## src/common/map_pkg.sv

```systemverilog
package map_pkg;

	typedef struct packed {
		logic [15:0] addr;
		logic [7:0]  dat;
		logic        rw;   // 1 = read
		logic        cyc;  // one-cycle bus transaction strobe
	} cpu_bus_t;

	typedef struct packed {
		logic [13:0] addr;
		logic        rd;   // one-cycle fetch strobe
		logic        we;   // write level
	} ppu_bus_t;

	typedef struct packed {
		logic os_act;      // register window enabled
		logic sys_rst;     // register window blocked
	} sys_cfg_t;

	typedef struct packed {
		logic [22:0] prg_addr;
		logic        prg_ce;
		logic        prg_we;
		logic [22:0] chr_addr;
		logic        chr_ce;
		logic        chr_we;
		logic        ciram_a10;
		logic        ciram_ce;  // active low
	} map_out_t;

	// offsets inside the 0x41xx window
	localparam logic [7:0] REG_VRAM_CTRL = 8'd0;  // four registers
	localparam logic [7:0] REG_TIMER     = 8'd4;  // two registers
	localparam logic [7:0] REG_APP_BANK  = 8'd6;

	localparam logic [7:0] REG_BASE = 8'h41;
	localparam logic [3:0] RAM_BASE = 4'h5;
	localparam logic [2:0] APP_BASE = 3'h3;  // 0x6000-0x7fff

	localparam logic [5:0] SYS_BANK = 6'h3F;  // system rom sits at 0x7e0000

	localparam int CLK_PER_MS = 50000;
	localparam int MS_CNT_W   = $clog2(CLK_PER_MS);

endpackage

```

## src/common/vram_pkg.sv

```systemverilog
package vram_pkg;

	localparam logic [1:0] REG_VRM_ADDR_LO = 2'd0;
	localparam logic [1:0] REG_VRM_ADDR_HI = 2'd1;
	localparam logic [1:0] REG_VRM_DATA    = 2'd2;
	localparam logic [1:0] REG_VRM_ATTR    = 2'd3;

	typedef enum logic [1:0] {
		STD = 2'd0,
		SAF = 2'd1,
		TST = 2'd2
	} vram_mode_t;

	localparam logic [3:0] MODE_KEY = 4'hA;  // high nibble of a mode write

	localparam int VRAM_AW = 11;

	typedef logic [7:0] ntb_word_t;
	typedef logic [3:0] atr_word_t;

	typedef struct packed {
		logic ppu_off_tst;  // TST mode
		logic saf;          // SAF mode
	} vram_ctl_t;

	typedef struct packed {
		logic [VRAM_AW-1:0] addr;
		ntb_word_t          data;
		logic               we;
	} ntb_wr_t;

	typedef struct packed {
		logic [VRAM_AW-1:0] addr;
		atr_word_t          data;
		logic               we;
	} atr_wr_t;

endpackage

```

## src/vram/ppu_fetch.sv

```systemverilog
`timescale 1ns/100ps

module ppu_fetch (
	input  logic                         clk,
	input  logic                         rst,
	input  map_pkg::ppu_bus_t            ppu,
	input  logic                         ppu_off,
	input  vram_pkg::ntb_word_t          ntb_q,
	input  vram_pkg::atr_word_t          atr_q,
	output logic [vram_pkg::VRAM_AW-1:0] ntb_b_addr,
	output logic [vram_pkg::VRAM_AW-1:0] atr_b_addr,
	output logic [7:0]                   ppu_dout,
	output logic                         ppu_hit
);
	logic ntb_ce;
	logic atr_ce;
	logic atr_sel;

	assign ntb_b_addr = {ppu.addr[11], ppu.addr[9:0]};  // a11 selects one of two screens
	assign atr_ce     = ppu.addr[13] & (ppu.addr[9:6] == 4'hF);
	assign ntb_ce     = ppu.addr[13] & (ppu.addr[9:6] != 4'hF);

	// the tile just fetched owns the next attribute fetch
	always_ff @(posedge clk)
	begin
		if (ppu.rd & ntb_ce)
			atr_b_addr <= ntb_b_addr;
	end

	always_ff @(posedge clk)
	begin
		if (rst)
		begin
			atr_sel <= 1'b0;
			ppu_hit <= 1'b0;
		end
		else
		begin
			if (ppu.rd)
				atr_sel <= atr_ce;
			ppu_hit <= ppu.rd & ppu.addr[13] & !ppu_off;
		end
	end

	// per-tile palette bits repeated over all four quadrants
	assign ppu_dout = atr_sel ? {4{atr_q[1:0]}} : ntb_q;

endmodule

```

## config.mk

```make
export PLATFORM = sky130hd
export DESIGN_NAME = ppu_fetch
export DESIGN_NICKNAME = d
export VERILOG_FILES = /design/src/common/map_pkg.sv /design/src/common/vram_pkg.sv /design/src/vram/ppu_fetch.sv
export SDC_FILE = /design/constraint.sdc
export NUM_CORES = 1
export LEC_CHECK = 0
export BUFFER_PORTS_ARGS = -buffer_cell sky130_fd_sc_hd__buf_4
export CORE_MARGIN = 2
export CORE_UTILIZATION = 24
export CTS_BUF_LIST = sky130_fd_sc_hd__clkbuf_2 sky130_fd_sc_hd__clkbuf_4 sky130_fd_sc_hd__clkbuf_8
export DETAILED_ROUTE_END_ITERATION = 10
export PLACE_DENSITY = 0.61
export RECOVER_POWER = 50
export REMOVE_ABC_BUFFERS = 1
export SLEW_MARGIN = 10
export SYNTH_ARGS = -nofsm -noshare
export SYNTH_HDL_FRONTEND = slang
export SYNTH_SLANG_ARGS = --single-unit
```

## constraint.sdc

```tcl
create_clock -name clk -period 3.35 [get_ports clk]
set_input_delay 0.1675 -clock clk [delete_from_list [all_inputs] [get_ports clk]]
set_output_delay 0.1675 -clock clk [all_outputs]
set_load 0.005 [all_outputs]
```

==> key figures <==
Run status
  – Status: finished, final reports clean

Timing
  – Pins Over Slew Limit: 0
  – F_max: 741 MHz
  – Final setup fails: 0
  – Setup TNS Final: 0 ps
  – Final Cycle Share: 40.3%
  – Relative slew slack: approximately two fifths
  – Clock skew: 0 ps
  – Crit path time final: about 1300 ps
  – Slew @ Worst Pin: roughly 900 ps
  – Final hold vios: 0
  – Final hold slack: ~62 ps
  – RSZ-0062 raised after global routing: false

CTS
  – Num CTS Buffers: 3
  – Clk sink count: 13
  – Post-CTS repair timing setup buffer count: 0
  – Root Buffer: clkbuf_4
  – Clock latency on the worst-skew pair: approximately 260 ps
  – CTS max path bufs: 2
  – CTS tree: yes
  – H-tree lvl count: 1
  – Clock transition at path regs: roughly 70 ps
  – CTS Hold Buffers Added: 0
  – Post-CTS sizing: 0

Floorplan
  – IO Count: 62
  – Core area: approximately 2200 sq um
  – Full die area: 2790 sq um
  – Row cnt: 17
  – Horiz. Die Dim: between 50 and 60 microns
  – Die height: 52.9 microns
  – Initial core utilization: between 20% and 30%

Critical path
  – CP Launch Type: flop
  – WS Path Type: flop to primary output
  – Worst Path Max Fanout: 11
  – CP Capture Type: primary output
  – CP arrival: approximately 1200 ps
  – CP required: around 3200 ps

Global routing
  – Grt ovf: 0
  – Gr usage total: 9.93%
  – Initial antenna violation count: 0
  – Largest net degree at the start of global routing: 12
  – First-pass GRT wire length: approximately 1900 microns
  – Vias in the first global route: 474

Flow run
  – Max-Cap Viols: 0

Power and ir drop
  – Cell leakage power: approximately 0.44 nW
  – PD cells: 369 nW/um^2
  – Max VDD drop: about 0.17 mV

Synthesis
  – Top cells by area, synth: edfxtp_1, buf_4, dfxtp_1, inv_1, o21ai_1
  – Register area share after synthesis: approximately 65%
  – Register bit count reported by yosys: 13
  – Ys Warns: 0
  – Area leader, netlist: edfxtp_1
  – Yosys top cell area share: between 50% and 60%
  – Largest family of logic cells by synthesized area: buffers and inverters
  – Complex-gate fraction of the synthesized area: under 10%
  – Gate Count Post-Synth: slightly below 50
  – Synth Area in Adders: 0%
  – Mux contribution to synthesized area: 0%
  – XOR/XNOR Fraction of Synth Area: 0%
  – Netlist Area Pre-Place: approximately 570 sq um
  – Avg Cell Area, Syn: 11.7 sq um
  – Synth Area in Simple Gates: 6.55%
  – Cell variety after synth: 13

Drt
  – Final ANT Viol Nets: 0
  – DR vias/cell: 3.86
  – DR iter-0 viols: 1
  – Routed length per instance: 9.42 microns
  – Detailed-route via count: about 480
  – Residual DRC: 0
  – Pre-antenna DRT Iters: 2
  – Total Wirelength: between 1000 and 1500 microns

Placement
  – Detail Placement HPWL: ~1100 microns
  – Routability Congestion: roughly 0.65
  – Port bufs: 56

Layout
  – Layout cells sized above 1: around 55%
  – Leading cell type in the layout, fill and taps excluded: buf_4
  – Final Net Count: 129
  – Commonest cells after routing, fill and taps aside: buf_4, clkbuf_4, edfxtp_1
  – Layout area overhead: 64.8%
  – Antenna cells: 0

Min path
  – Min-delay worst type: input port to flop
## path summary, 6_finish.rpt
kind	start	endpoint	slack, ps	cells after the start
worst max-delay path	atr_sel$_SDFFE_PP0P_	ppu_dout[1]	2000	3
worst min-delay path	ppu_off	ppu_hit$_SDFF_PP0_	60	2
worst max register to register	atr_sel$_SDFFE_PP0P_	atr_sel$_SDFFE_PP0P_	2320	2
worst min register to register	atr_sel$_SDFFE_PP0P_	atr_sel$_SDFFE_PP0P_	700	2
## synth_stat cells (all sizes together)
library cell  number
buf               12
dfxtp              2
edfxtp            11
inv                8
nand2              3
nand4              1
nor2b              1
nor3               1
o21ai              8
o31ai              1
or3b               1
## where the power goes
| group | switching, mW | internal (mW) | leakage, nW |
|---|---|---|---|
| logic | 0.0224 | 0.0411 | 0.305 |
| registers | 0.00249 | 0.186 | 0.119 |
| clock network | 0.0423 | 0.0540 | 0.0184 |
| total | 0.0672 | 0.281 | 0.442 |
## through the flow
| stage | setup slack [ps] | cell area (sq um) | power [mW] | utilization (%) | instances |
|---|---|---|---|---|---|
| after floorplan | 2150 | 485 | 0.202 | - | 37 |
| after global placement | 1830 | 941 | 0.261 | 42.1 | 121 |
| after detailed placement | 1790 | 941 | 0.262 | 42.1 | 121 |
| after CTS | 1970 | 971 | 0.362 | 43.5 | 125 |
| after global routing | 1850 | 945 | 0.370 | 42.3 | 125 |
| final | 2000 | 945 | 0.349 | 42.3 | 125 |
## layout make-up
class / instances / area (sq um)
Timing Repair Buffer: 56 / 394
Tap cell: 28 / 35.0
Clock buffer: 4 / 30.0
Inverter: 8 / 30.0
Sequential cell: 13 / 370
Multi-Input combinational cell: 16 / 85.1
Fill cell: 227 / 1290
## flip-flops by register name, summed over array words and instances, names as in the netlist
register / count
atr_sel: 1
ppu_hit: 1
atr_b_addr: 11
## critical path, stage by stage (launching register included)
cell	delay [ps]
dfxtp_1	500
nand2_1	160
o21ai_0	120
buf_4	140
## layer usage
layer | up-vias | GRT usage (%) | routed length [microns]
met2 | 36 | 16.7 | 591
met4 | 0 | 6.41 | 12
met5 | - | 0 | 0
li1 | 250 | - | -
met1 | 195 | 10.3 | 428
met3 | 2 | 3.67 | 144
## logic make-up after synthesis
| group | after synthesis |
|---|---|
| compound gates | 9 |
| buf+inv | 20 |
| flops | 13 |
| simple gates | 7 |
No activity file was read; power rests on OpenSTA's default activity.
