==> config.mk <==
export PLATFORM = sky130hd
export DESIGN_NAME = ms_timer
export DESIGN_NICKNAME = d
export VERILOG_FILES = /design/src/common/map_pkg.sv /design/src/source/ms_timer.sv
export SDC_FILE = /design/constraint.sdc
export NUM_CORES = 1
export LEC_CHECK = 0
export ABC_AREA = 0
export BUFFER_PORTS_ARGS = -buffer_cell sky130_fd_sc_hd__buf_4
export CORE_ASPECT_RATIO = 1.1
export CORE_MARGIN = 2
export CORE_UTILIZATION = 40
export CTS_CLUSTER_SIZE = 28
export DETAILED_ROUTE_END_ITERATION = 7
export GPL_TIMING_DRIVEN = 1
export SLEW_MARGIN = 20
export SYNTH_ARGS = -nofsm -noshare
export SYNTH_HDL_FRONTEND = slang
export SYNTH_SLANG_ARGS = --single-unit
==> constraint.sdc <==
create_clock -name clk -period 2.47 [get_ports clk]
set_input_delay 0.3705 -clock clk [delete_from_list [all_inputs] [get_ports clk]]
set_output_delay 0.3705 -clock clk [all_outputs]
set_load 0.02 [all_outputs]
==> src/common/map_pkg.sv <==
package map_pkg;

	typedef struct packed {
		logic [15:0] addr;
		logic [7:0]  dat;
		logic        rw;   // 1 = read
		logic        cyc;  // one-cycle bus transaction strobe
	} cpu_bus_t;

	typedef struct packed {
		logic [13:0] addr;
		logic        rd;   // one-cycle fetch strobe
		logic        we;   // write level
	} ppu_bus_t;

	typedef struct packed {
		logic os_act;      // register window enabled
		logic sys_rst;     // register window blocked
	} sys_cfg_t;

	typedef struct packed {
		logic [22:0] prg_addr;
		logic        prg_ce;
		logic        prg_we;
		logic [22:0] chr_addr;
		logic        chr_ce;
		logic        chr_we;
		logic        ciram_a10;
		logic        ciram_ce;  // active low
	} map_out_t;

	// offsets inside the 0x41xx window
	localparam logic [7:0] REG_VRAM_CTRL = 8'd0;  // four registers
	localparam logic [7:0] REG_TIMER     = 8'd4;  // two registers
	localparam logic [7:0] REG_APP_BANK  = 8'd6;

	localparam logic [7:0] REG_BASE = 8'h41;
	localparam logic [3:0] RAM_BASE = 4'h5;
	localparam logic [2:0] APP_BASE = 3'h3;  // 0x6000-0x7fff

	localparam logic [5:0] SYS_BANK = 6'h3F;  // system rom sits at 0x7e0000

	localparam int CLK_PER_MS = 50000;
	localparam int MS_CNT_W   = $clog2(CLK_PER_MS);

endpackage

==> src/source/ms_timer.sv <==
`timescale 1ns/100ps

module ms_timer (
	input  logic              clk,
	input  logic              rst,
	input  map_pkg::cpu_bus_t cpu,
	input  logic              timer_sel,
	output logic [7:0]        timer_rd
);
	import map_pkg::*;

	logic [MS_CNT_W-1:0] presc;
	logic                tick;
	logic [15:0]         ms_cnt;
	logic [7:0]          ms_hi;
	logic                lo_rd;

	assign lo_rd    = timer_sel & cpu.cyc & cpu.rw & !cpu.addr[0];
	assign timer_rd = cpu.addr[0] ? ms_hi : ms_cnt[7:0];

	always_ff @(posedge clk)
	begin
		if (rst)
		begin
			presc  <= '0;
			tick   <= 1'b0;
			ms_cnt <= 16'd0;
			ms_hi  <= 8'd0;
		end
		else
		begin
			tick <= 1'b0;
			if (presc == MS_CNT_W'(CLK_PER_MS - 1))
			begin
				presc <= '0;
				tick  <= 1'b1;  // one pulse per ms
			end
			else
				presc <= presc + 1'b1;
			if (tick)
				ms_cnt <= ms_cnt + 16'd1;
			if (lo_rd)
				ms_hi <= ms_cnt[15:8];  // freeze high byte so lo/hi pair is coherent
		end
	end

	a_presc_range: assert property (@(posedge clk) disable iff (rst)
		presc < MS_CNT_W'(CLK_PER_MS));

endmodule

==> results of run 1 <==
metal layers:
layer,part of all wire,routed length [um],up-vias
met2,0.47,1538,20
met1,0.46,1494,605
met5,0,0,-
met4,0.020,65,0
met3,0.046,148,8
li1,-,-,722
power groups by stage:
stage | Clock, mW | Sequential [mW] | Combinational, mW
4_1_cts | 0.432 | 0.668 | 0.0350
3_3_place_gp | 0 | 0.684 | 0.0347
6_report | 0.412 | 0.669 | 0.0340
5_1_grt | 0.459 | 0.669 | 0.0382
3_5_place_dp | 0 | 0.684 | 0.0348
2_1_floorplan | 0 | 0.683 | 0.0280
cells in the mapped netlist:
cell	count
a21oi_1	10
and3_1	1
and4b_1	1
buf_1	2
buf_12	1
clkbuf_1	4
dfxtp_1	41
ha_1	2
inv_1	6
mux2_2	7
mux2i_1	1
nand2_1	25
nand2b_4	1
nand3_1	7
nand4_1	9
nand4b_1	2
nor2_1	25
nor2_2	10
nor3_1	8
nor4_1	7
o21ai_0	3
or3_1	2
or4_1	1
or4_4	1
or4bb_1	1
xnor2_1	22
xor2_1	5
layout by cell type, fill, tap and decap left out:
master    Yosys  final
nand4_1       9      9
nor4_1        7      7
clkbuf_8      0      5
xor2_1        5      5
dfxtp_1      41     41
or4bb_1       1      1
nand4b_1      2      2
nand3_1       7      7
o21ai_0       3      3
inv_1         6      6
nand2b_4      1      1
nor2_1       25     25
nand2_1      25     25
a21oi_1      10     10
or3_1         2      2
nor3_1        8      8
and3_1        1      1
xnor2_1      22     22
or4_4         1      1
clkbuf_1      4      3
buf_4         0     14
ha_1          2      2
or4_1         1      1
and4b_1       1      1
mux2_2        7      7
nor2_2       10     10
mux2i_1       1      1
cells by family (layout without fill, tap and decap cells):
family / count (synthesis) / count (layout) / share of synthesized area
buffers and inverters: 13 / 28 / 0.03581
AND/OR/NAND/NOR: 101 / 101 / 0.2837
AO/OA/AOI/OAI: 13 / 13 / 0.03581
XOR/XNOR: 27 / 27 / 0.1302
multiplexers: 8 / 8 / 0.04890
flip-flops: 41 / 41 / 0.4518
adder cells (fa/ha/maj): 2 / 2 / 0.01377
worst max-delay path: stages, from the launching register on:
cell and delay (ns):
dfxtp_1 0.35, or4bb_1 0.50, or4_4 0.57, nand2b_4 0.23, nor2_1 0.08
sequential cells by signal, summed over array words and instances (netlist names):
signal and count:
presc 16, ms_hi 8, tick 1, ms_cnt 16
layout make-up:
| cell class | instances | share of cell area |
|---|---|---|
| clock buffer | 8 | 0.03951 |
| inverter | 6 | 0.01111 |
| multi-input combinational | 151 | 0.4593 |
| sequential | 41 | 0.4049 |
| tap | 54 | 0.03333 |
| timing repair buffer | 14 | 0.05185 |
final timing paths:
check	startpoint	endpoint	slack, ns	depth (start not counted)
worst min register to register	ms_hi[0]$_SDFFE_PP0P_	ms_hi[0]$_SDFFE_PP0P_	0.46	2
worst max-delay path	presc[5]$_SDFF_PP0_	presc[6]$_SDFF_PP0_	0.63	4
worst min-delay path	rst	ms_cnt[14]$_SDFFE_PP0P_	0.43	2
worst max register to register	presc[5]$_SDFF_PP0_	presc[6]$_SDFF_PP0_	0.63	4
through the flow:
step	util	cells	area (um2)	worst slack [ns]	power, mW
4_1_cts	0.4662	274	2027	0.6039	1.135
2_1_floorplan	-	205	1817	0.7026	0.7112
6_report	0.4662	274	2027	0.6253	1.115
3_5_place_dp	0.4478	266	1947	0.6156	0.7187
5_1_grt	0.4662	274	2027	0.5447	1.166
3_3_place_gp	0.4478	266	1947	0.6211	0.7187
==> metrics.md, run 1 <==
| Metric | Value |
|---|---|
| Grt met1 use | 0.1631 |
| Routing usage on met2 | 0.2481 |
| Worst VDD drop | 344.1 uV |
| Area leader, netlist | dfxtp_1 |
| Area grow syn2layout | 11.57% |
| Synth area leaders | dfxtp_1, xnor2_1, nand2_1 |
| Share of the synthesized area in the top cell type | 0.4518 |
| Max Cap Viol | 0 |
| Pin count of the biggest net entering global routing | 28 |
| CTS tree | yes |
| Relative slew slack | 0.7292 |
| Total core area | 0.004348 mm2 |
| Maximum root-to-sink buffer count | 2 |
| Root Driver | clkbuf_8 |
| Post-layout min period | between 1.5 and 2 ns |
| Yosys warning count | 0 |
| CTS H-tree depth | 2 |
| Vias in the first global route | between 1000 and 1500 |
| Pint | roughly 880 uW |
| Via count | about 1400 |
| Number of CTS-inserted buffers | 5 |
| WL final | 3247 um |
| Port Buffers | 13 |
| Nets | 250 |
| Setup CP Type | reg -> reg |
| Fin. Hold Viols | 0 |
| Post-DRT Antenna Nets | 0 |
| Syn Nets | roughly 240 |
| Run status | completed |
| Drt first pass iters | 4 |
| Psw | ~240 uW |
| Vias/cell | about 5 |
| Fillers | ~440 |
| Slew Viols, Final | 0 |
| Worst clock skew | between 0.003 and 0.004 ns |
| CTS clock-pin slew for the worst setup and hold paths | approximately 0.070 ns |
| Sequential share of power | 0.600 |
| Sequential fraction of the synthesis area | 0.4518 |
| Cell row count | 25 |
| Drt wl/cell | about 12 um |
| Layout cells sized above 1 | 0.1727 |
| Crit start category | flop |
| # setup viols final | 0 |
| F_max | ~540 MHz |
| Hold_ws | about 0.43 ns |
| Ant diodes | 0 |
| # IOs | 37 |
| Clock share of power | 0.370 |
| First-pass GRT wire length | approximately 5500 um |
| Worst endpoint data arrival time | ~2 ns |
| Hold buffer count at cts | 0 |
| Starting density of the core | 0.4178 |
| Max FO, Critical Path | 15 |
| Synthesized area per cell | ~8.9 um2 |
| Hold Path Class | in -> reg |
| Total die area | ~0.005 mm2 |
| Post-CTS resize count | 0 |
| Setup crit end kind | flop |
| Area of the multi-input gates | roughly 930 um2 |
| Yosys reg bits | between 40 and 50 |
| Post-CTS Setup Inserts | 0 |
| Leakage | 0.6628 nW |
| GRT Max-Usage Layer | met2 |
| Worst slew pin tran | 0.4050 ns |
| Post-route DRC | 0 |
| Reg area | approximately 820 um2 |
| DR iter-0 viols | 94 |
| Hpwl dp | between 2000 and 2500 um |
| Cell count after synthesis | 205 |
| DIE HEIGHT | 74.68 um |
| Die W | 68.26 um |
| Skew-Pair Late Insertion Delay | between 0.2 and 0.3 ns |
| Unique masters post-synth | 27 |
| Pwr dens | about 550 mW/mm2 |
| Final worst path period share | 0.7468 |
| GR Overflow Total | 0 |
| Critical Path RT | between 2 and 3 ns |
| Logic pwr share | 0.030 |
| RePlAce Congestion | around 0.78 |
| RSZ-0062 raised after global routing | no |
| All-Layer GR Usage | 0.1452 |
| Sw Share | 0.2119 |
| Post-synthesis cell area | 0.001817 mm2 |
| Clk sink count | just over 40 |
| Initial antenna violation count | 0 |
| GR Layer Usage met3 | 0.04335 |
| Setup TNS | 0 ns |
No activity file was read; power rests on OpenSTA's default activity.
==> inputs of run 2 (changes only) <==
--- a/config.mk
+++ b/config.mk
@@ -5,7 +5,7 @@
 export SDC_FILE = /design/constraint.sdc
 export NUM_CORES = 1
 export LEC_CHECK = 0
-export ABC_AREA = 0
+export ABC_AREA = 1
 export BUFFER_PORTS_ARGS = -buffer_cell sky130_fd_sc_hd__buf_4
 export CORE_ASPECT_RATIO = 1.1
 export CORE_MARGIN = 2
==> constraint.sdc (replaced) <==
create_clock -name clk -period 1.8 [get_ports clk]
set_input_delay 0.27 -clock clk [delete_from_list [all_inputs] [get_ports clk]]
set_output_delay 0.27 -clock clk [all_outputs]
set_load 0.02 [all_outputs]
==> run 2 against run 1 <==
  * Worst setup slack worse by 0.23 ns
  * Largest power group unchanged
  * Combinational power grew 100%
  * Cell count up 28%
  * Clock skew increased by 0.0024 ns
  * Via count rose by 26%
  * Critical endpoint is now presc[3]$_SDFF_PP0_
  * Largest cell class unchanged
  * Final area increased by 8.0%
  * Fmax increased by 31%
==> metrics.md, run 2 <==
| Metric | Value |
|---|---|
| Syn Nets | approximately 310 |
| Hold Path End | tick$_SDFF_PP0_ |
| Post-synthesis cell area | 0.001964 mm2 |
| Max FO, Critical Path | 16 |
| Dominant synthesized flop cell | dfxtp_1 |
| DR WL met3 | 130 um |
| Starting density of the core | 0.4193 |
| RePlAce Congestion | around 0.83 |
| Xor and xnor fraction of the mapped netlist area | 0.008917 |
| Sequential fraction of the synthesis area | 0.4178 |
| Die W | between 70 and 80 um |
| Via count | about 1700 |
| Synth Area in Compound Gates | 0.1535 |
| Total core area | approximately 0.0047 mm2 |
| Most frequent cells in the layout | nand2_1, inv_1, dfxtp_1 |
| Pwr dens | 725.8 mW/mm2 |
| Max layer used | met4 |
| Vias/cell | 4.832 |
| WL final | 3927 um |
| Maximum root-to-sink buffer count | 2 |
| Max Cap Viol | 0 |
| Fin. Hold Viols | 0 |
| DIE HEIGHT | between 70 and 80 um |
| Placed instance area | about 0.0021 mm2 |
| Leakage | 0.7788 nW |
| Root Driver | clkbuf_8 |
| Min-delay src | rst |
| Relative slew slack | 0.6295 |
| Clk sink count | 41 |
| Pin count of the biggest net entering global routing | 20 |
| DR iter-0 viols | between 100 and 150 |
| Area leader, netlist | dfxtp_1 |
| Crit start category | flop |
| Met2 wire len | 1909 um |
| Post-route DRC | 0 |
| Setup TNS | 0 ns |
| Worst VDD drop | ~400 uV |
| Drt wl/cell | between 10 and 15 um |
| RSZ-0062 raised after global routing | no |
| Initial antenna violation count | 0 |
| R2R cell count | 8 |
| Hold Path Class | in -> reg |
| Port Buffers | 13 |
| R2R Setup Slk | 0.40 ns |
| Drt first pass iters | 4 |
| Synth cell count leaders | nand2_1, inv_1, dfxtp_1 |
| Synth async-reset ratio | 0 |
| Design area | 0.002190 mm2 |
| Most frequent cell after synthesis | nand2_1 |
| CTS clock-pin slew for the worst setup and hold paths | ~0.07 ns |
| All-Layer GR Usage | 0.1571 |
| Final worst path period share | 0.7802 |
| Post-Synth Simple-Gate Area | 0.3025 |
| Post-CTS Setup Inserts | 0 |
| Hpwl dp | ~2900 um |
| Final Core Density | 0.4674 |
| DP Worst Slack | approximately 0.41 ns |
| Area grow syn2layout | 11.46% |
| GR Overflow Total | 0 |
| Ant diodes | 0 |
| Mux cell area share after synthesis | 0 |
| Post-synth EDFFs | 0 |
| CTS tree | yes |
| Hold buffer count at cts | 0 |
| Adder-Cell Fraction of Synth Area | 0.01274 |
| Largest family of logic cells by synthesized area | simple AND/OR/NAND/NOR gates |
| Skew-Pair Late Insertion Delay | 0.29 ns |
| Vias in the first global route | ~1600 |
| Worst slew pin tran | about 0.56 ns |
| F_max | 712.1 MHz |
| Yosys warning count | 0 |
| Synth area leaders | dfxtp_1, nand2_1, inv_1 |
| Met1 wire length | ~1900 um |
| CTS H-tree depth | 2 |
| Worst endpoint data arrival time | ~1.6 ns |
| Cell row count | 26 |
| Number of CTS-inserted buffers | 5 |
| Setup CP Type | reg -> reg |
| Critical Path RT | between 1.5 and 2 ns |
| Placed insts | between 300 and 400 |
| # setup viols final | 0 |
| FF-to-FF Start | presc[0]$_SDFF_PP0_ |
| Slew Viols, Final | 0 |
| Unique masters post-synth | 29 |
| Hold depth | 2 |
| Layout cells sized above 1 | 0.1216 |
| Run status | completed |
| Setup crit end kind | flop |
| Synthesized area per cell | roughly 7.0 um2 |
| Post-layout min period | between 1 and 1.5 ns |
| Share of the synthesized area in the top cell type | 0.4178 |
| Fin cells | between 300 and 400 |
| Worst clock skew | 0.006337 ns |
| Commonest non-fill, non-tap cell in the layout | nand2_1 |
| PnR Total Power | approximately 1.6 mW |
| # IOs | 37 |
| Fin worst setup slack | 0.3956 ns |
| Cell count after synthesis | 280 |
| RR Endpoint | presc[3]$_SDFF_PP0_ |
| Post-DRT Antenna Nets | 0 |
| Total die area | between 0.005 and 0.006 mm2 |
| Nets | approximately 330 |
| Hold_ws | 0.2029 ns |
| Regs by FF count | ms_cnt: 16 flops, presc: 16 flops, ms_hi: 8 flops |
| Yosys reg bits | around 40 |
| First-pass GRT wire length | 6775 um |
| Post-CTS resize count | 0 |
[run 2: report_power, final]
group / switching (mW) / total [mW] / leakage [nW] / internal (mW)
Sequential: 0.00550 / 0.924 / 0.331 / 0.918
Combinational: 0.0419 / 0.0682 / 0.403 / 0.0263
Clock: 0.293 / 0.597 / 0.0443 / 0.304
Total: 0.341 / 1.59 / 0.779 / 1.25
[run 2: critical path, cell delays in order, from the launching register on]
cell and delay, ns:
dfxtp_1 0.36, ha_1 0.20, nand2_2 0.10, nor2_4 0.13, inv_1 0.08, nor2_1 0.10, nand2_1 0.09, nand2_4 0.18
a21oi_1 0.06
[run 2: area by class of cell]
class / count / area (um2)
Fill cell: 502 / 2495
Tap cell: 56 / 70.07
Clock buffer: 7 / 86.33
Inverter: 43 / 161.4
Timing Repair Buffer: 15 / 112.6
Sequential cell: 41 / 820.8
Multi-Input combinational cell: 190 / 938.4
[run 2: worst max path at each step]
stage / startpoint / slack (ns) / endpoint
floorplan: presc[0]$_SDFF_PP0_ / 0.51 / presc[11]$_SDFF_PP0_
global placement: presc[0]$_SDFF_PP0_ / 0.41 / presc[7]$_SDFF_PP0_
detailed placement: presc[0]$_SDFF_PP0_ / 0.41 / presc[11]$_SDFF_PP0_
CTS: presc[0]$_SDFF_PP0_ / 0.41 / presc[11]$_SDFF_PP0_
global route: presc[0]$_SDFF_PP0_ / 0.23 / presc[7]$_SDFF_PP0_
finish: presc[0]$_SDFF_PP0_ / 0.40 / presc[3]$_SDFF_PP0_
[run 2: cells by family after synthesis]
kind of cell,count (synthesis)
simple gates,128
flops,41
xor+xnor,2
buf+inv,49
compound gates,58
fa+ha+maj,2
[run 2: per-layer routing]
| layer | up-vias | global-route usage |
|---|---|---|
| li1 | 943 | - |
| met1 | 726 | 0.1830 |
| met2 | 30 | 0.2682 |
| met3 | 2 | 0.03896 |
| met4 | 0 | 0.07358 |
| met5 | - | 0 |
