### config.mk
export PLATFORM = sky130hd
export DESIGN_NAME = vram_regs
export DESIGN_NICKNAME = d
export VERILOG_FILES = /design/src/common/map_pkg.sv /design/src/common/vram_pkg.sv /design/src/vram/vram_regs.sv
export SDC_FILE = /design/constraint.sdc
export NUM_CORES = 1
export LEC_CHECK = 0
export BUFFER_PORTS_ARGS = -buffer_cell sky130_fd_sc_hd__buf_4
export CAP_MARGIN = 20
export CELL_PAD_IN_SITES_DETAIL_PLACEMENT = 1
export CELL_PAD_IN_SITES_GLOBAL_PLACEMENT = 2
export CORE_MARGIN = 1.5
export CORE_UTILIZATION = 25
export CTS_BUF_LIST = sky130_fd_sc_hd__clkbuf_8
export CTS_CLUSTER_SIZE = 28
export DETAILED_ROUTE_END_ITERATION = 10
export PLACE_DENSITY = 0.86
export RECOVER_POWER = 100
export SYNTH_ARGS = -nofsm -noshare
export SYNTH_HDL_FRONTEND = slang
export SYNTH_SLANG_ARGS = --single-unit
### constraint.sdc
create_clock -name clk -period 2.7 [get_ports clk]
set_clock_uncertainty 0.05 [all_clocks]
set_input_delay 0.135 -clock clk [delete_from_list [all_inputs] [get_ports clk]]
set_output_delay 0.135 -clock clk [all_outputs]
set_load 0.01 [all_outputs]
### src/common/map_pkg.sv
package map_pkg;

	typedef struct packed {
		logic [15:0] addr;
		logic [7:0]  dat;
		logic        rw;   // 1 = read
		logic        cyc;  // one-cycle bus transaction strobe
	} cpu_bus_t;

	typedef struct packed {
		logic [13:0] addr;
		logic        rd;   // one-cycle fetch strobe
		logic        we;   // write level
	} ppu_bus_t;

	typedef struct packed {
		logic os_act;      // register window enabled
		logic sys_rst;     // register window blocked
	} sys_cfg_t;

	typedef struct packed {
		logic [22:0] prg_addr;
		logic        prg_ce;
		logic        prg_we;
		logic [22:0] chr_addr;
		logic        chr_ce;
		logic        chr_we;
		logic        ciram_a10;
		logic        ciram_ce;  // active low
	} map_out_t;

	// offsets inside the 0x41xx window
	localparam logic [7:0] REG_VRAM_CTRL = 8'd0;  // four registers
	localparam logic [7:0] REG_TIMER     = 8'd4;  // two registers
	localparam logic [7:0] REG_APP_BANK  = 8'd6;

	localparam logic [7:0] REG_BASE = 8'h41;
	localparam logic [3:0] RAM_BASE = 4'h5;
	localparam logic [2:0] APP_BASE = 3'h3;  // 0x6000-0x7fff

	localparam logic [5:0] SYS_BANK = 6'h3F;  // system rom sits at 0x7e0000

	localparam int CLK_PER_MS = 50000;
	localparam int MS_CNT_W   = $clog2(CLK_PER_MS);

endpackage

### src/common/vram_pkg.sv
package vram_pkg;

	localparam logic [1:0] REG_VRM_ADDR_LO = 2'd0;
	localparam logic [1:0] REG_VRM_ADDR_HI = 2'd1;
	localparam logic [1:0] REG_VRM_DATA    = 2'd2;
	localparam logic [1:0] REG_VRM_ATTR    = 2'd3;

	typedef enum logic [1:0] {
		STD = 2'd0,
		SAF = 2'd1,
		TST = 2'd2
	} vram_mode_t;

	localparam logic [3:0] MODE_KEY = 4'hA;  // high nibble of a mode write

	localparam int VRAM_AW = 11;

	typedef logic [7:0] ntb_word_t;
	typedef logic [3:0] atr_word_t;

	typedef struct packed {
		logic ppu_off_tst;  // TST mode
		logic saf;          // SAF mode
	} vram_ctl_t;

	typedef struct packed {
		logic [VRAM_AW-1:0] addr;
		ntb_word_t          data;
		logic               we;
	} ntb_wr_t;

	typedef struct packed {
		logic [VRAM_AW-1:0] addr;
		atr_word_t          data;
		logic               we;
	} atr_wr_t;

endpackage

### src/vram/vram_regs.sv
`timescale 1ns/100ps

module vram_regs (
	input  logic                clk,
	input  logic                rst,
	input  map_pkg::cpu_bus_t   cpu,
	input  logic                vram_sel,
	input  vram_pkg::ntb_word_t ntb_q,
	input  vram_pkg::atr_word_t atr_q,
	output vram_pkg::ntb_wr_t   ntb_a,
	output vram_pkg::atr_wr_t   atr_a,
	output logic [7:0]          vram_rd,
	output vram_pkg::vram_ctl_t vram_ctl
);
	import vram_pkg::*;

	logic        cpu_wr;
	logic        cpu_rd;
	logic        ce_lo;
	logic        ce_hi;
	logic        ce_data;
	logic        ce_attr;
	logic        ppu_dat_ce;
	logic        mode_wr;
	logic [15:0] vaddr;
	atr_word_t   cur_atr;
	vram_mode_t  mode;

	assign cpu_wr     = cpu.cyc & !cpu.rw;
	assign cpu_rd     = cpu.cyc & cpu.rw;
	assign ce_lo      = vram_sel & (cpu.addr[1:0] == REG_VRM_ADDR_LO);
	assign ce_hi      = vram_sel & (cpu.addr[1:0] == REG_VRM_ADDR_HI);
	assign ce_data    = vram_sel & (cpu.addr[1:0] == REG_VRM_DATA);
	assign ce_attr    = vram_sel & (cpu.addr[1:0] == REG_VRM_ATTR);
	assign ppu_dat_ce = (cpu.addr == 16'h2007);  // shadow the ppu data port
	assign mode_wr    = cpu_wr & ce_attr & (cpu.dat[7:4] == MODE_KEY);

	always_ff @(posedge clk)
	begin
		if (rst)
		begin
			vaddr   <= 16'd0;
			cur_atr <= '0;
			mode    <= STD;
		end
		else
		begin
			if (cpu_wr & ce_lo)
				vaddr[7:0] <= cpu.dat;
			if (cpu_wr & ce_hi)
				vaddr[15:8] <= cpu.dat;
			if (cpu_wr & (ce_data | ppu_dat_ce))
				vaddr <= vaddr + 16'd1;
			if (cpu_rd & ce_data)
				cur_atr <= atr_q;  // back buffer copy picks up the stored attribute
			if (cpu_wr & ce_attr & (cpu.dat[7:4] != MODE_KEY))
				cur_atr <= {cpu.dat[5:4], cpu.dat[1:0]};
			if (mode_wr & (cpu.dat[1:0] != 2'd3))
				mode <= vram_mode_t'(cpu.dat[1:0]);  // code 3 unused
		end
	end

	// bit 15 set lets attributes change while the nametable stays put
	assign ntb_a.addr = vaddr[VRAM_AW-1:0];
	assign ntb_a.data = cpu.dat;
	assign ntb_a.we   = cpu_wr & ce_data & !vaddr[15];

	assign atr_a.addr = vaddr[VRAM_AW-1:0];
	assign atr_a.data = cur_atr;
	assign atr_a.we   = cpu_wr & ce_data;

	always_comb
	begin
		if (ce_lo)
			vram_rd = vaddr[7:0];
		else if (ce_hi)
			vram_rd = vaddr[15:8];
		else if (ce_data)
			vram_rd = ntb_q;
		else
			vram_rd = 8'h00;
	end

	assign vram_ctl.ppu_off_tst = (mode == TST);
	assign vram_ctl.saf         = (mode == SAF);

	// a longer strobe would write twice and step the address twice
	a_we_single: assert property (@(posedge clk) disable iff (rst)
		(ntb_a.we || atr_a.we) |-> vram_sel && !$past(atr_a.we));

endmodule
==> impl_metrics.env, run 1 <==
export IMPL_antenna_left=0
export IMPL_antenna_found_initial=0
export IMPL_grt_start_max_net_pins=24
export IMPL_synth_compound_area_share_pct=18.92
export IMPL_synthAdderAreaFrac_pct=0.6930
export IMPL_dieArea_um2=7740
export IMPL_crit_top_cell="or4_1"
export IMPL_hpwlAfterDp_mm=4.824
export IMPL_synthFlopType="dfxtp_1"
export IMPL_worstRegToRegCells=5
export IMPL_multi_input_area_um2=1061
export IMPL_cts_max_level=1
export IMPL_fill_cells=904
export IMPL_hp_start="cpu[4]"
export IMPL_synth_top_cell_area_share_pct=24.39
export IMPL_dieHeight_um=87.98
export IMPL_routed_wl_mm=6.429
export IMPL_areaGrowthSynthToFinish_pct=24.25
export IMPL_status="complete, no violations"
export IMPL_yosysWarnings=0
export IMPL_tns_ns=0
export IMPL_crit_slowest_cell="or4_1"
export IMPL_path_cells="buf_4 > or4b_4 > or4_1 > a21o_1 > or4_1 > a31oi_1"
export IMPL_crit_arrival_ns=2.46
export IMPL_postCtsSetupBuffers=0
export IMPL_finalHoldViolCount=0
export IMPL_numPortBuffers=86
export IMPL_floorplan_initialDensity_pct=26.14
export IMPL_min_path_cells=3
export IMPL_r2r_start="vaddr[4]"
export IMPL_insertion_delay_ns=0.27
export IMPL_yosysUniqueCellTypes=45
export IMPL_p_leak_uw=0.0008119
export IMPL_overflow=0
export IMPL_drt_initial_drc_count=86
export IMPL_critPathMaxFanout=11
export IMPL_nets=341
export IMPL_fin_crit_sh_pct=85.44
export IMPL_grt_pass1_vias=2019
export IMPL_rsz0062_at_grt="no"
export IMPL_grt_total_usage_pct=17.34
export IMPL_yosys_top_cells_count="nand2_1 (31), buf_4 (30), dfxtp_1 (22)"
export IMPL_ff_latch_area_um2=440.4
export IMPL_min_period_ns=2.307
export IMPL_setup_violations_final=0
export IMPL_cts_buffer_depth=2
export IMPL_layout_drive_gt1_share_pct=19.80
export IMPL_end_kind="flip-flop"
export IMPL_vias_per_cell=5.190
export IMPL_post_cts_resized=0
export IMPL_num_rows=30
export IMPL_synth_cell_area_um2=1805
export IMPL_fmax_mhz=433.5
export IMPL_r2r_end="vaddr[14]"
export IMPL_holdBufCountCts=0
export IMPL_worst_slack_ns=0.3932
export IMPL_synth_area_leaders="dfxtp_1 (24%), buf_4 (12%), nand2_1 (6.4%), mux2i_1 (5.0%), nand3_1 (3.9%)"
export IMPL_hold_end="vaddr[2]"
export IMPL_cts_root_buf="clkbuf_8"
export IMPL_slew_headroom_pct=62.78
export IMPL_worst_pin_slew_ns=0.5583
export IMPL_finalWeightedCongestion=0.7878
export IMPL_cp_start_kind="input port"
export IMPL_worstSetupPathType="in2reg"
export IMPL_vias=2045
export IMPL_seq_area_frac_synth_pct=24.39
export IMPL_antennaDiodeCount=0
export IMPL_yosysMostFrequentCell="nand2_1"
export IMPL_syn_num_nets=286
export IMPL_synth_edff_count=0
export IMPL_clk_pin_slew_ns=0.08
export IMPL_vdd_ir_drop_max_mv=0.1642
export IMPL_numCtsBuffers=3
export IMPL_syn_area_per_cell_um2=7.400
export IMPL_async_flop_share_pct=0
export IMPL_synthMuxAreaShare_pct=4.990
export IMPL_yosys_area_share_xor_xnor_pct=0.4851
export IMPL_drv_cap=0
export IMPL_die_width_um=87.98
export IMPL_drc=0
export IMPL_hp_class="in2reg"
export IMPL_wl_per_cell_um=16.32
export IMPL_max_stage_delay_ns=0.61
export IMPL_cp_required_ns=2.85
export IMPL_synthSimpleGateAreaFrac_pct=33.89
export IMPL_synth_largest_area_cell="dfxtp_1"
export IMPL_synth_top_family_by_area="simple AND/OR/NAND/NOR gates"
export IMPL_p_per_area_nw_per_um2=327.0
export IMPL_cts_tree="done"
export IMPL_synth_seq_cells=22
export IMPL_core_um2=6907
export IMPL_ioPinCount=87
export IMPL_grt_pass1_wl_mm=10.45
export IMPL_timing_reg2reg_setup_slack_ns=0.63
export IMPL_numClockSinks=22
export IMPL_slew_viol_final=0
export IMPL_netlist_instances=244
export IMPL_pre_cts_ws_ns=0.1541
export IMPL_drtPass1Iterations=4
==> metal layers <==
layer	global-route usage, %	vias up	part of all wire [%]
li1	-	982	-
met3	3.864	6	6.5
met2	28.94	78	47
met1	23.17	979	46
met5	0	-	0
met4	2.886	0	0.72
==> kinds of logic after synthesis <==
family	count (synthesis)
fa+ha+maj	1
flops	22
simple gates	111
xor+xnor	1
mux	9
compound gates	52
buf+inv	48
==> cells in the final DEF (no fill, tap or decap), types with 2 or more instances in the layout <==
cell type / n
buf_4: 52
clkbuf_1: 40
nand2_1: 31
dfxtp_1: 22
nand3_1: 14
o21ai_0: 13
nor3_1: 10
a31oi_1: 10
mux2i_1: 9
and2_0: 8
nor2_1: 8
a21oi_1: 7
or3_1: 6
a32oi_1: 6
inv_1: 5
or4_1: 5
nand4_1: 5
nor2b_1: 4
and3_1: 4
clkbuf_8: 4
and4_1: 3
nand2b_1: 2
nand4b_1: 2
o211ai_1: 2
and2_1: 2
a211oi_1: 2
a22oi_1: 2
o22ai_1: 2
==> worst max path at each step <==
stage	startpoint	endpoint	cells past startpoint
2_1_floorplan	cpu[22]	vaddr[12]	6
3_3_place_gp	cpu[19]	vaddr[12]	6
3_5_place_dp	cpu[19]	vaddr[9]	6
4_1_cts	cpu[19]	vaddr[9]	6
5_1_grt	cpu[19]	vaddr[3]	7
6_report	cpu[22]	vaddr[14]	6
==> area by class of cell <==
| cell class | count | area share, % |
|---|---|---|
| Clock buffer | 4 | 2.454 |
| Inverter | 5 | 0.8366 |
| Multi-Input combinational cell | 174 | 47.30 |
| Sequential cell | 22 | 19.63 |
| Tap cell | 96 | 5.354 |
| Timing Repair Buffer | 93 | 24.43 |
==> registers in the layout (all words and copies together) (netlist names) <==
| name | count |
|---|---|
| vaddr | 16 |
| cur_atr | 4 |
| mode | 2 |
==> metrics by stage <==
step	cell area, um2	util [%]	instances	hold slack, ns	power (uW)
4_1_cts	2397	34.71	394	0.1058	755.9
2_1_floorplan	1805	-	244	0.1571	419.1
3_3_place_gp	2342	33.91	390	0.3883	502.7
3_5_place_dp	2342	33.91	390	0.3882	505.3
6_report	2243	32.48	394	0.1043	733.7
5_1_grt	2243	32.48	394	0.1146	772.0
==> worst max-delay path, delay by kind of cell <==
family          cells  cell delay [ns]
buf+inv             1             0.11
compound gates      2             0.51
simple gates        3             1.71
==> report_power, final <==
part / leakage (uW) / internal (uW) / switching (uW) / total [uW]
Combinational: 0.000605 / 70.3 / 75.2 / 146
Sequential: 0.000178 / 330 / 8.60 / 338
Clock: 0.0000288 / 130 / 119 / 250
Total: 0.000812 / 531 / 203 / 734
(Power assumes the default switching activity.)
==> inputs of run 2 (changes only) <==
==> constraint.sdc (replaced) <==
create_clock -name clk -period 2.7 [get_ports clk]
set_clock_uncertainty 0.05 [all_clocks]
set_input_delay 0 -clock clk [delete_from_list [all_inputs] [get_ports clk]]
set_output_delay 0 -clock clk [all_outputs]
set_load 0.01 [all_outputs]
==> impl_metrics.env, run 2 (synthesis results as in run 1) <==
export IMPL_cp_start_kind="input port"
export IMPL_cts_buffer_depth=2
export IMPL_core_um2=6907
export IMPL_ioPinCount=87
export IMPL_drt_initial_drc_count=85
export IMPL_grt_total_usage_pct=17.50
export IMPL_postCtsSetupBuffers=0
export IMPL_layout_common_cells="buf_4 (51), clkbuf_1 (40), nand2_1 (31)"
export IMPL_numClockSinks=22
export IMPL_antenna_found_initial=0
export IMPL_cts_root_buf="clkbuf_8"
export IMPL_worst_pin_slew_ns=0.5899
export IMPL_rsz0062_at_grt="no"
export IMPL_fill_cells=928
export IMPL_vdd_ir_drop_max_mv=0.1437
export IMPL_cts_max_level=1
export IMPL_postLayoutCoreUtil_pct=33.48
export IMPL_hpwlAfterDp_mm=4.775
export IMPL_path_cells="buf_4 > or4b_4 > or4_1 > a21o_1 > or4_1 > a31oi_1"
export IMPL_areaGrowthSynthToFinish_pct=28.07
export IMPL_top_register="vaddr"
export IMPL_clk_pin_slew_ns=0.10
export IMPL_p_per_area_nw_per_um2=353.4
export IMPL_min_period_ns=2.178
export IMPL_fmax_mhz=459.2
export IMPL_p_leak_uw=0.0008388
export IMPL_biggestRegsByFlops="vaddr: 16 flops, cur_atr: 4 flops, mode: 2 flops"
export IMPL_worstSetupPathType="in2reg"
export IMPL_cp_required_ns=2.87
export IMPL_cts_tree="done"
export IMPL_grt_pass1_vias=2108
export IMPL_numPortBuffers=86
export IMPL_power_uw=817.2
export IMPL_post_cts_resized=0
export IMPL_critPathMaxFanout=13
export IMPL_drv_cap=0
export IMPL_dieHeight_um=87.98
export IMPL_ff_latch_area_um2=440.4
export IMPL_slew_headroom_pct=60.67
export IMPL_status="complete, no violations"
export IMPL_crit_top_cell="or4_1"
export IMPL_antennaDiodeCount=0
export IMPL_drtPass1Iterations=4
export IMPL_floorplan_initialDensity_pct=26.14
export IMPL_grt_pass1_wl_mm=10.43
export IMPL_routed_wl_mm=6.553
export IMPL_holdBufCountCts=6
export IMPL_multi_input_area_um2=1061
export IMPL_nets=346
export IMPL_crit_slowest_cell="or4_1"
export IMPL_num_rows=30
export IMPL_end_kind="flip-flop"
export IMPL_hp_class="in2reg"
export IMPL_drc=0
export IMPL_finalHoldViolCount=0
export IMPL_layout_commonest_cell="buf_4"
export IMPL_setup_violations_final=0
export IMPL_crit_arrival_ns=2.34
export IMPL_grt_start_max_net_pins=24
export IMPL_dieArea_um2=7740
export IMPL_fin_cells=399
export IMPL_slew_viol_final=0
export IMPL_insertion_delay_ns=0.28
export IMPL_numCtsBuffers=3
export IMPL_layout_drive_gt1_share_pct=19.47
export IMPL_die_width_um=87.98
export IMPL_wl_per_cell_um=16.42
export IMPL_finalWeightedCongestion=0.7606
export IMPL_tns_ns=0
export IMPL_vias=2051
export IMPL_antenna_left=0
export IMPL_overflow=0
export IMPL_max_stage_delay_ns=0.60
export IMPL_vias_per_cell=5.140
export IMPL_fin_crit_sh_pct=80.65
export IMPL_dp_cells=389
export IMPL_largest_reg_flops=16
-- run 2: worst paths after layout --
| kind | startpoint | to | slack [ns] | cells after the start |
|---|---|---|---|---|
| setup / recovery | cpu[22] | vaddr[9] | 0.52 | 6 |
| hold / removal | cpu[5] | vaddr[11] | 0.009 | 3 |
| setup reg to reg | vaddr[4] | vaddr[14] | 0.67 | 5 |
| hold reg to reg | cur_atr[3] | cur_atr[3] | 0.44 | 2 |
-- run 2: cell type report --
| class | instances | area share [%] |
|---|---|---|
| multi-input combinational | 174 | 45.89 |
| sequential | 22 | 19.05 |
| inverter | 5 | 0.8117 |
| clock inverter | 1 | 1.299 |
| clock buffer | 3 | 1.786 |
| timing repair buffer | 98 | 25.97 |
| tap | 96 | 5.195 |
-- run 2: critical path: cells and delay by family --
| family | cells | cell delay [ns] |
|---|---|---|
| compound gates | 2 | 0.54 |
| buf+inv | 1 | 0.10 |
| simple gates | 3 | 1.68 |
-- run 2: metal layers --
metal | global-route usage, % | share of wire, % | wire (um) | vias to the layer above
met1 | 21.09 | 44 | 2909 | 988
li1 | - | - | - | 982
met5 | 0 | 0 | 0 | -
met2 | 30.95 | 48 | 3140 | 72
met3 | 3.582 | 6.0 | 393 | 9
met4 | 5.628 | 1.7 | 110 | 0
-- run 2: power breakdown --
group | internal, uW | switching, uW
Combinational | 75.6 | 76.4
Sequential | 330 | 8.70
Clock | 199 | 128
Total | 604 | 213
-- run 2: stage by stage --
stage          worst slack (ns)  hold WS [ns]  instance area, um2
2_1_floorplan            0.5299       0.02214                1805
3_3_place_gp             0.3321        0.1667                2335
3_5_place_dp             0.2860        0.1664                2335
4_1_cts                  0.5702       0.01721                2466
5_1_grt                  0.4246       0.01818                2312
6_report                 0.5224      0.008945                2312
==> inputs of run 3 (changes only) <==
Settings changed: CORE_UTILIZATION 25 to 22, PLACE_DENSITY 0.86 to 0.8.
Clock period 2.7 ns to 1.8 ns, I/O delays scaled along.
==> impl_metrics.env, run 3 (synthesis results as in run 1) <==
export IMPL_biggestRegsByFlops="vaddr: 16 flops, cur_atr: 4 flops, mode: 2 flops"
export IMPL_vias=2212
export IMPL_numClockSinks=22
export IMPL_die_width_um=93.59
export IMPL_grt_total_usage_pct=16.91
export IMPL_worstSetupPathType="in2reg"
export IMPL_layout_drive_gt1_share_pct=30.03
export IMPL_core_um2=7848
export IMPL_combinationalPowerShare_pct=23.0
export IMPL_cp_start_kind="input port"
export IMPL_dieHeight_um=93.59
export IMPL_cts_max_level=1
export IMPL_worst_pin_slew_ns=0.4247
export IMPL_drtPass1Iterations=4
export IMPL_routed_wl_mm=7.311
export IMPL_min_period_ns=1.942
export IMPL_seqPwrFrac_pct=44.1
export IMPL_worstRegToRegCells=5
export IMPL_fmax_mhz=514.9
export IMPL_num_rows=32
export IMPL_antenna_found_initial=0
export IMPL_drv_cap=0
export IMPL_end_kind="flip-flop"
export IMPL_wl_per_cell_um=16.81
export IMPL_fin_crit_sh_pct=107.9
export IMPL_critPathMaxFanout=5
export IMPL_clk_pin_slew_ns=0.09
export IMPL_nets=376
export IMPL_crit_arrival_ns=2.10
export IMPL_p_switching_uw=313.2
export IMPL_p_leak_uw=0.001011
export IMPL_rsz0062_at_grt="yes"
export IMPL_overflow=0
export IMPL_slew_viol_final=0
export IMPL_cts_root_buf="clkbuf_8"
export IMPL_drc=0
export IMPL_numCtsBuffers=3
export IMPL_postLayoutCoreUtil_pct=33.20
export IMPL_violations="negative setup slack"
export IMPL_antennaDiodeCount=0
export IMPL_hpwlAfterDp_mm=5.451
export IMPL_layout_commonest_cell="buf_4"
export IMPL_grt_pass1_wl_mm=11.53
export IMPL_grt_start_max_net_pins=24
export IMPL_ioPinCount=87
export IMPL_top_register="vaddr"
export IMPL_status="complete, but fails checks"
export IMPL_slew_headroom_pct=71.69
export IMPL_layout_common_cells="buf_4 (79), clkbuf_1 (36), nand2_1 (31)"
export IMPL_finalWeightedCongestion=0.8225
export IMPL_antenna_left=0
export IMPL_dpl_cell_area_um2=2526
export IMPL_min_path_cells=3
export IMPL_stdcell_area_um2=2605
export IMPL_largest_reg_flops=16
export IMPL_drt_initial_drc_count=177
export IMPL_vias_per_cell=5.085
export IMPL_numPortBuffers=86
export IMPL_dieArea_um2=8759
export IMPL_whs_ns=0.01079
export IMPL_p_per_area_nw_per_um2=436.8
export IMPL_insertion_delay_ns=0.27
export IMPL_grt_pass1_vias=2176
export IMPL_cp_required_ns=1.96
export IMPL_setup_violations_final=14
export IMPL_cts_tree="done"
export IMPL_power_uw=1138
export IMPL_vdd_ir_drop_max_mv=0.1982
export IMPL_finalHoldViolCount=0
export IMPL_clockPowerShare_pct=32.9
export IMPL_intPower_uw=824.7
export IMPL_hp_class="in2reg"
export IMPL_cts_buffer_depth=2
export IMPL_areaGrowthSynthToFinish_pct=44.28
export IMPL_switching_share_pct=27.53
export IMPL_worst_slack_ns=-0.1421
export IMPL_pre_cts_ws_ns=-0.4894
export IMPL_floorplan_initialDensity_pct=23.01
[run 3: path summary, 6_finish.rpt]
kind              start          to  slack [ns]
max             cpu[15]   vaddr[12]       -0.14
min              cpu[5]    vaddr[3]        0.01
max reg2reg    vaddr[3]   vaddr[15]           0
min reg2reg  cur_atr[3]  cur_atr[3]        0.45
[run 3: through the flow]
stage | TNS (ns) | instances
floorplan | -1.771 | 244
global route | -2.126 | 435
finish | -0.8210 | 435
detailed placement | -5.702 | 419
global placement | -5.098 | 419
CTS | -0.6852 | 431
[run 3: worst max-delay path: stages]
cell and delay, ns:
buf_6 0.09, or4_4 0.52, or4_4 0.58, a21o_4 0.25, or4_4 0.48, a31oi_1 0.17
[run 3: power groups by stage]
stage	combinational, uW	sequential [uW]	clock [uW]
global route	288	503	397
global placement	255	513	0
floorplan	114	516	0
CTS	277	502	385
finish	262	502	374
detailed placement	260	513	0
[run 3: final cells by class]
type                            instances  area (um2)
Fill cell                            1019        5243
Multi-Input combinational cell        175        1107
Timing Repair Buffer                  127       855.8
Sequential cell                        22       440.4
Tap cell                              102       127.6
Clock buffer                            4       55.05
Inverter                                5       18.77
[run 3: routing by layer]
metal / wire length (um) / track usage (%)
met1: 3138 / 21.33
met2: 3611 / 29.77
met3: 486 / 3.496
met4: 75 / 2.985
met5: 0 / 0
[run 3: what timing repair did]
action / CTS / global route
pin swaps: 9 / 4
gates resized for setup: 8 / 12
endpoints found under the setup margin: 11 / 17
hold buffers: 6 / 0
buffers inserted: 1 / 3
endpoints found under the hold margin: 6 / 0
cloned: 1 / 1
